==> src/disp_defines.svh <==
`ifndef DISP_DEFINES_SVH
`define DISP_DEFINES_SVH

// word addresses seen on the core bus

// display word shown by the scanner
`define DISP_ADDR 32'h0000_0400

// board leds in the low half
`define LED_ADDR 32'h0000_0404

// read-only port for the five debug switches
`define SW_ADDR 32'h0000_0408

// hex digits on the board
`define NUM_DIGITS 8

// clk_5M cycles spent on each digit
// 5000 gives a 1 kHz digit rate
`define SCAN_DIV_DEFAULT 5000

`endif

==> src/disp_pkg.sv <==
`include "disp_defines.svh"

package disp_pkg;

  // core-side load/store request
  // one transfer per cycle and no back-pressure
  typedef struct packed {
    // store strobe for one cycle
    logic        wea;
    // load strobe with data valid the next cycle
    logic        rea;
    // byte lane enables
    // bit 0 covers din[7:0]
    logic [3:0]  en;
    // full byte address
    logic [31:0] addr;
    // store data
    logic [31:0] din;
  } mmio_req_t;

  // display word with two views of the same bits
  // bytes for lane writes from the bus
  // nibbles for picking the shown digit
  // nibble 0 is bits 3..0 and lights anode 0
  typedef union packed {
    logic [3:0][7:0]             bytes;
    logic [`NUM_DIGITS-1:0][3:0] nibbles;
  } disp_word_u;

endpackage

==> src/mmio_regs.sv <==
`timescale 1ns/1ns
`include "disp_defines.svh"

module mmio_regs (
  input  logic                 clk_5M,
  input  logic                 reset,
  input  disp_pkg::mmio_req_t  mmio_req,
  input  logic [4:0]           debug_input,
  output disp_pkg::disp_word_u disp_word,
  output logic [15:0]          led,
  output logic [31:0]          mem_dout
);
  import disp_pkg::*;

  // address hits
  logic        hit_disp;
  logic        hit_led;
  logic        hit_sw;
  // store data seen as byte lanes
  disp_word_u  wr_word;
  // value for the addressed register
  logic [31:0] rd_mux;

  assign wr_word  = mmio_req.din;

  // full 32-bit compare
  // anything else is unmapped
  assign hit_disp = (mmio_req.addr == `DISP_ADDR);
  assign hit_led  = (mmio_req.addr == `LED_ADDR);
  assign hit_sw   = (mmio_req.addr == `SW_ADDR);

  // display register
  // each enabled lane is taken at the store edge
  always_ff @(posedge clk_5M) begin
    if (reset) begin
      disp_word <= '0;
    end else if (mmio_req.wea && hit_disp) begin
      for (int i = 0; i < 4; i++) begin
        if (mmio_req.en[i]) begin
          disp_word.bytes[i] <= wr_word.bytes[i];
        end
      end
    end
  end

  // led register, 16 bits
  // only lanes 0 and 1 land here
  always_ff @(posedge clk_5M) begin
    if (reset) begin
      led <= '0;
    end else if (mmio_req.wea && hit_led) begin
      if (mmio_req.en[0]) begin
        led[7:0] <= wr_word.bytes[0];
      end
      if (mmio_req.en[1]) begin
        led[15:8] <= wr_word.bytes[1];
      end
    end
  end

  // read mux from the current register contents
  // a store in the same cycle is not visible yet
  always_comb begin
    rd_mux = '0;
    if (hit_disp) begin
      rd_mux = disp_word;
    end else if (hit_led) begin
      // zero-extended led word
      rd_mux = {16'h0000, led};
    end else if (hit_sw) begin
      // switches in the low bits
      rd_mux = {27'd0, debug_input};
    end
  end

  // load data register
  // holds until the next load
  always_ff @(posedge clk_5M) begin
    if (reset) begin
      mem_dout <= '0;
    end else if (mmio_req.rea) begin
      mem_dout <= rd_mux;
    end
  end

endmodule

==> src/refresh_timer.sv <==
`timescale 1ns/1ns
`include "disp_defines.svh"

module refresh_timer #(
  // cycles per digit, at least 2
  parameter int div_count = `SCAN_DIV_DEFAULT
) (
  input  logic clk_5M,
  input  logic reset,
  output logic scan_tick
);

  // just wide enough for div_count-1
  localparam int cnt_w = $clog2(div_count);

  logic [cnt_w-1:0] count;
  logic             last_count;

  // terminal count of the period
  assign last_count = (count == cnt_w'(div_count - 1));

  // free-running 0 .. div_count-1
  always_ff @(posedge clk_5M) begin
    if (reset) begin
      count <= '0;
    end else if (last_count) begin
      count <= '0;
    end else begin
      count <= count + 1'b1;
    end
  end

  // one-cycle pulse on the last count
  assign scan_tick = last_count;

endmodule

==> src/digit_scan_fsm.sv <==
`timescale 1ns/1ns

module digit_scan_fsm (
  input  logic       clk_5M,
  input  logic       reset,
  input  logic       scan_tick,
  output logic [2:0] digit,
  output logic [7:0] an
);

  // one state per anode pattern
  // a single low bit marks the lit digit
  typedef enum logic [7:0] {
    a0 = 8'b1111_1110,
    a1 = 8'b1111_1101,
    a2 = 8'b1111_1011,
    a3 = 8'b1111_0111,
    a4 = 8'b1110_1111,
    a5 = 8'b1101_1111,
    a6 = 8'b1011_1111,
    a7 = 8'b0111_1111
  } an_state_e;

  an_state_e state;
  an_state_e state_nxt;
  // low when the state register holds no known pattern
  logic      legal;

  // step on the tick
  // a bad code is left on the very next edge
  always_ff @(posedge clk_5M) begin
    if (reset) begin
      state <= a0;
    end else if (scan_tick || !legal) begin
      state <= state_nxt;
    end
  end

  // next anode and digit index of the current one
  always_comb begin
    legal = 1'b1;
    case (state)
      a0: begin
        state_nxt = a1;
        digit     = 3'd0;
      end
      a1: begin
        state_nxt = a2;
        digit     = 3'd1;
      end
      a2: begin
        state_nxt = a3;
        digit     = 3'd2;
      end
      a3: begin
        state_nxt = a4;
        digit     = 3'd3;
      end
      a4: begin
        state_nxt = a5;
        digit     = 3'd4;
      end
      a5: begin
        state_nxt = a6;
        digit     = 3'd5;
      end
      a6: begin
        state_nxt = a7;
        digit     = 3'd6;
      end
      a7: begin
        // wrap back to the first digit
        state_nxt = a0;
        digit     = 3'd7;
      end
      default: begin
        // recover to anode 0
        state_nxt = a0;
        digit     = 3'd0;
        legal     = 1'b0;
      end
    endcase
  end

  // state code is the anode drive
  assign an = state;

endmodule

==> src/seg_driver.sv <==
`timescale 1ns/1ns

module seg_driver (
  input  logic                 clk_5M,
  input  logic                 reset,
  input  logic                 debug,
  input  logic                 prog,
  input  logic [31:0]          core_debug,
  input  disp_pkg::disp_word_u disp_word,
  input  logic [2:0]           digit,
  output logic [6:0]           sev_out
);
  import disp_pkg::*;

  // word on the display this cycle
  disp_word_u shown_word;
  // hex digit under the lit anode
  logic [3:0] nibble;
  // active-low pattern, segment a in bit 6
  logic [6:0] seg_pattern;

  // core debug word wins in debug or prog mode
  always_comb begin
    if (debug || prog) begin
      shown_word = core_debug;
    end else begin
      shown_word = disp_word;
    end
  end

  assign nibble = shown_word.nibbles[digit];

  // hex to seven segments
  // 0 lights a segment
  always_comb begin
    case (nibble)
      4'h0:    seg_pattern = 7'b0000001;
      4'h1:    seg_pattern = 7'b1001111;
      4'h2:    seg_pattern = 7'b0010010;
      4'h3:    seg_pattern = 7'b0000110;
      4'h4:    seg_pattern = 7'b1001100;
      4'h5:    seg_pattern = 7'b0100100;
      4'h6:    seg_pattern = 7'b0100000;
      4'h7:    seg_pattern = 7'b0001111;
      4'h8:    seg_pattern = 7'b0000000;
      4'h9:    seg_pattern = 7'b0000100;
      4'ha:    seg_pattern = 7'b0001000;
      4'hb:    seg_pattern = 7'b1100000;
      4'hc:    seg_pattern = 7'b0110001;
      4'hd:    seg_pattern = 7'b1000010;
      4'he:    seg_pattern = 7'b0110000;
      4'hf:    seg_pattern = 7'b0111000;
      default: seg_pattern = 7'b1111111;
    endcase
  end

  // pattern lags the anode by one cycle
  // all segments dark while in reset
  always_ff @(posedge clk_5M) begin
    if (reset) begin
      sev_out <= 7'b1111111;
    end else begin
      sev_out <= seg_pattern;
    end
  end

endmodule

==> src/disp_top.sv <==
`timescale 1ns/1ns
`include "disp_defines.svh"

module disp_top #(
  // clk_5M cycles per digit
  parameter int div_count = `SCAN_DIV_DEFAULT
) (
  input  logic                clk_5M,
  input  logic                reset,
  input  logic                debug,
  input  logic                prog,
  input  logic [31:0]         core_debug,
  input  logic [4:0]          debug_input,
  input  disp_pkg::mmio_req_t mmio_req,
  output logic [31:0]         mem_dout,
  output logic [15:0]         led,
  output logic [7:0]          an,
  output logic [6:0]          sev_out
);
  import disp_pkg::*;

  // register word toward the segment driver
  disp_word_u disp_word;
  // digit step pulse
  logic       scan_tick;
  // index of the lit digit
  logic [2:0] digit;

  // bus registers
  mmio_regs regs_i (
    .clk_5M      (clk_5M),
    .reset       (reset),
    .mmio_req    (mmio_req),
    .debug_input (debug_input),
    .disp_word   (disp_word),
    .led         (led),
    .mem_dout    (mem_dout)
  );

  // digit pace
  refresh_timer #(
    .div_count (div_count)
  ) timer_i (
    .clk_5M    (clk_5M),
    .reset     (reset),
    .scan_tick (scan_tick)
  );

  // anode rotation
  digit_scan_fsm scan_i (
    .clk_5M    (clk_5M),
    .reset     (reset),
    .scan_tick (scan_tick),
    .digit     (digit),
    .an        (an)
  );

  // source pick and segment pattern
  seg_driver seg_i (
    .clk_5M     (clk_5M),
    .reset      (reset),
    .debug      (debug),
    .prog       (prog),
    .core_debug (core_debug),
    .disp_word  (disp_word),
    .digit      (digit),
    .sev_out    (sev_out)
  );

endmodule

==> config.mk <==
export PLATFORM = sky130hd
export DESIGN_NAME = disp_top
export DESIGN_NICKNAME = d
export VERILOG_FILES = /design/src/disp_pkg.sv /design/src/mmio_regs.sv /design/src/refresh_timer.sv /design/src/digit_scan_fsm.sv /design/src/seg_driver.sv /design/src/disp_top.sv
export VERILOG_INCLUDE_DIRS = /design/src /design/src/src
export SDC_FILE = /design/constraint.sdc
export NUM_CORES = 1
export LEC_CHECK = 0
export ABC_CLOCK_PERIOD_IN_PS = 3800
export BUFFER_PORTS_ARGS = -buffer_cell sky130_fd_sc_hd__buf_2
export CORE_MARGIN = 4
export CORE_UTILIZATION = 51
export DETAILED_ROUTE_END_ITERATION = 7
export GPL_TIMING_DRIVEN = 1
export PLACE_DENSITY = 0.79
export SLEW_MARGIN = 20
export SYNTH_ARGS = -nofsm -noshare
export SYNTH_HDL_FRONTEND = slang
export SYNTH_SLANG_ARGS = --single-unit
==> constraint.sdc <==
create_clock -name clk_5M -period 3.8 [get_ports clk_5M]
set_clock_uncertainty 0.2 [all_clocks]
set_input_delay 0.57 -clock clk_5M [delete_from_list [all_inputs] [get_ports clk_5M]]
set_output_delay 0.57 -clock clk_5M [all_outputs]
set_load 0.01 [all_outputs]
==> impl_metrics.json <==
{
  "ys_seq_elements": 108,
  "grt_overflow": 0,
  "start_kind": "flip-flop",
  "grt_pass1_vias": 5038,
  "root_buffer": "clkbuf_8",
  "routedWlPerCell_um": 16.74,
  "die_y_um": 111.4,
  "setup.worst_path.class": "flip-flop to flip-flop",
  "synthToLayoutAreaGrowth_pct": 20.57,
  "cts_tree": "built",
  "vdd_drop_max_v": 0.0002133,
  "post_cts.repair.setup_buffers": 0,
  "met3_length_um": 1243,
  "met2_length_um": 7204,
  "grt_antenna_before_repair": 2,
  "drive_above_1_share_pct": 28.92,
  "outcome": "complete, no violations",
  "synth_edf_count": 0,
  "critPathCaptureType": "flip-flop",
  "seq_area_frac_synth_pct": 39.68,
  "synth_fp_nets": 733,
  "cts_buffer_depth": 2,
  "synthArstFlopShare_pct": 0,
  "yosysUniqueCellTypes": 58,
  "yosysWarnings": 0,
  "min_period_ns": 3.581,
  "final_cell_mix": "buf_2 (173), nor2_1 (111), dfxtp_1 (108)",
  "fin_nets": 884,
  "die_w_um": 111.4,
  "arrival_ns": 3.66,
  "clock.fmax_ghz": 0.2792,
  "ff2ff_path_depth": 11,
  "r2r_end": "seg_i.sev_out[1]",
  "diodes": 0,
  "power_leakage_nw": 3.216,
  "syn-instance-count": 615,
  "clk_pin_slew_ns": 0.10,
  "cts.sinks": 108,
  "r2r_start": "scan_i.an[3]",
  "syn_area_mm2": 0.005449,
  "grtUsageTotal_pct": 24.12,
  "ff2ff_setup_slack_ns": 0.22,
  "dieArea_mm2": 0.01240,
  "place_hpwl_um": 11550,
  "gp_congestion": 0.9890,
  "layout_commonest_cell": "buf_2",
  "core_area_mm2": 0.01037,
  "worstPathRequired_ns": 3.88,
  "crit_start": "scan_i.an[3]",
  "routed_wl_um": 15190,
  "clock_latency_ns": 0.38,
  "rsz0062_at_grt": "no",
  "maxSlewHeadroom_pct": 56.74,
  "hold_viol": 0,
  "hp-class": "primary input to flip-flop",
  "ioPinCount": 174,
  "routed.top_layer": "met5",
  "grt_max_degree": 77,
  "finalSetupViolations": 0,
  "power_w": 0.002086,
  "synthFlopType": "dfxtp_1",
  "wl_met1_um": 6392,
  "crit_fanout": 15,
  "grt_pass1_wl_um": 24760,
  "drcViolationCount": 0,
  "drt_iter0_drc": 343,
  "start_util_pct": 52.55,
  "h-tree-depth": 3,
  "crit_end": "seg_i.sev_out[1]",
  "tightestPinTransition_ns": 0.6490,
  "drv_cap": 0,
  "finalCritPeriodShare_pct": 94.25,
  "postSynthAreaPerCell_um2": 8.860,
  "avgViaCountPerCell": 5.605,
  "fp-row-count": 37,
  "setup_tns_ns": 0,
  "drt-pass1-iter-count": 6,
  "vias": 5084,
  "ant_nets": 0,
  "fin_hold_ws_ns": 0.2256,
  "cts_buffers": 9,
  "maxSlewViolCount": 0,
  "port_buffers": 173,
  "fillers": 908,
  "power_density_mw_per_mm2": 317.5
}
-- cell type report --
type	instances	area (um^2)	area share, %
Multi-Input combinational cell	460	3068	46.70
Sequential cell	108	2162	32.91
Timing Repair Buffer	179	923.4	14.05
Tap cell	136	170.2	2.590
Clock buffer	10	137.6	2.095
Clock inverter	6	78.83	1.200
Inverter	8	30.03	0.4571
-- metal layers --
metal  vias up  track usage (%)
li1       2459                -
met1      2371            31.08
met2       213            39.73
met3        37            6.304
met4         4            7.624
met5         -                0
-- power by group --
group          total, W  switching, W  internal [W]
Clock          0.000756      0.000419      0.000337
Sequential      0.00115    0.00000412       0.00114
Combinational  0.000185     0.0000991     0.0000856
Total           0.00209      0.000522       0.00156
-- synth_stat cells, types with 7 or more instances --
master,n,area [um^2]
a21oi_1,33,165.2
clkbuf_1,26,97.59
dfxtp_1,108,2162
ha_1,7,87.58
inv_1,8,30.03
mux2_2,15,168.9
mux2i_1,73,730.7
nand2_1,31,116.4
nand2b_1,9,56.30
nand3_1,20,100.1
nand4_1,8,50.05
nor2_1,111,416.7
nor2b_1,36,225.2
nor3_1,8,40.04
nor4_1,12,75.07
o21ai_0,10,50.05
xnor2_1,8,70.07
xor2_1,8,70.07
-- logic make-up after synthesis --
logic type / count (synthesis) / share of synthesized area [%]
muxes: 93 / 18.16
DFF: 108 / 39.68
adders and majority gates: 7 / 1.607
buffers and inverters: 47 / 4.133
AOI/OAI and AO/OA: 74 / 8.726
and+or+nand+nor: 270 / 25.12
xor gates and xnor gates: 16 / 2.572
-- metrics by stage --
step	setup WS, ns	util [%]	area [um^2]	std cells
finish	0.2187	63.36	6570	907
global placement	0.4239	61.21	6347	891
CTS	0.1548	63.30	6564	907
global route	0.008976	63.36	6570	907
detailed placement	0.1733	61.21	6347	891
floorplan	0.5000	-	5449	615
-- registers in the layout, indices dropped and copies added (netlist names) --
signal            count
regs_i.led           16
timer_i.count        13
scan_i.an             8
regs_i.disp_word     32
regs_i.mem_dout      32
seg_i.sev_out         7
-- how the worst min path moves through the flow --
| stage | cells after the start | end | startpoint |
|---|---|---|---|
| 2_1_floorplan | 1 | timer_i.count[0] | timer_i.count[0] |
| 3_3_place_gp | 1 | timer_i.count[0] | timer_i.count[0] |
| 3_5_place_dp | 1 | timer_i.count[0] | timer_i.count[0] |
| 4_1_cts | 3 | regs_i.disp_word[28] | mmio_req[28] |
| 5_1_grt | 3 | regs_i.disp_word[28] | mmio_req[28] |
| 6_report | 3 | regs_i.disp_word[25] | mmio_req[25] |
-- critical path, cell delays in order, from the launching register on --
cell and delay, ns:
dfxtp_1 0.60, nand2_1 0.15, nor4_2 0.39, a31o_2 0.24
buf_4 0.28, mux2i_1 0.11, a22oi_1 0.24, and4_1 0.33
inv_1 0.10, ha_1 0.25, mux2_1 0.30, a221o_1 0.28
-- repair_timing --
action | CTS | global route
hold buffers | 0 | 0
setup endpoints to repair | 0 | 5
gates resized for setup | 0 | 1
Power figures use the tool's default switching activity.
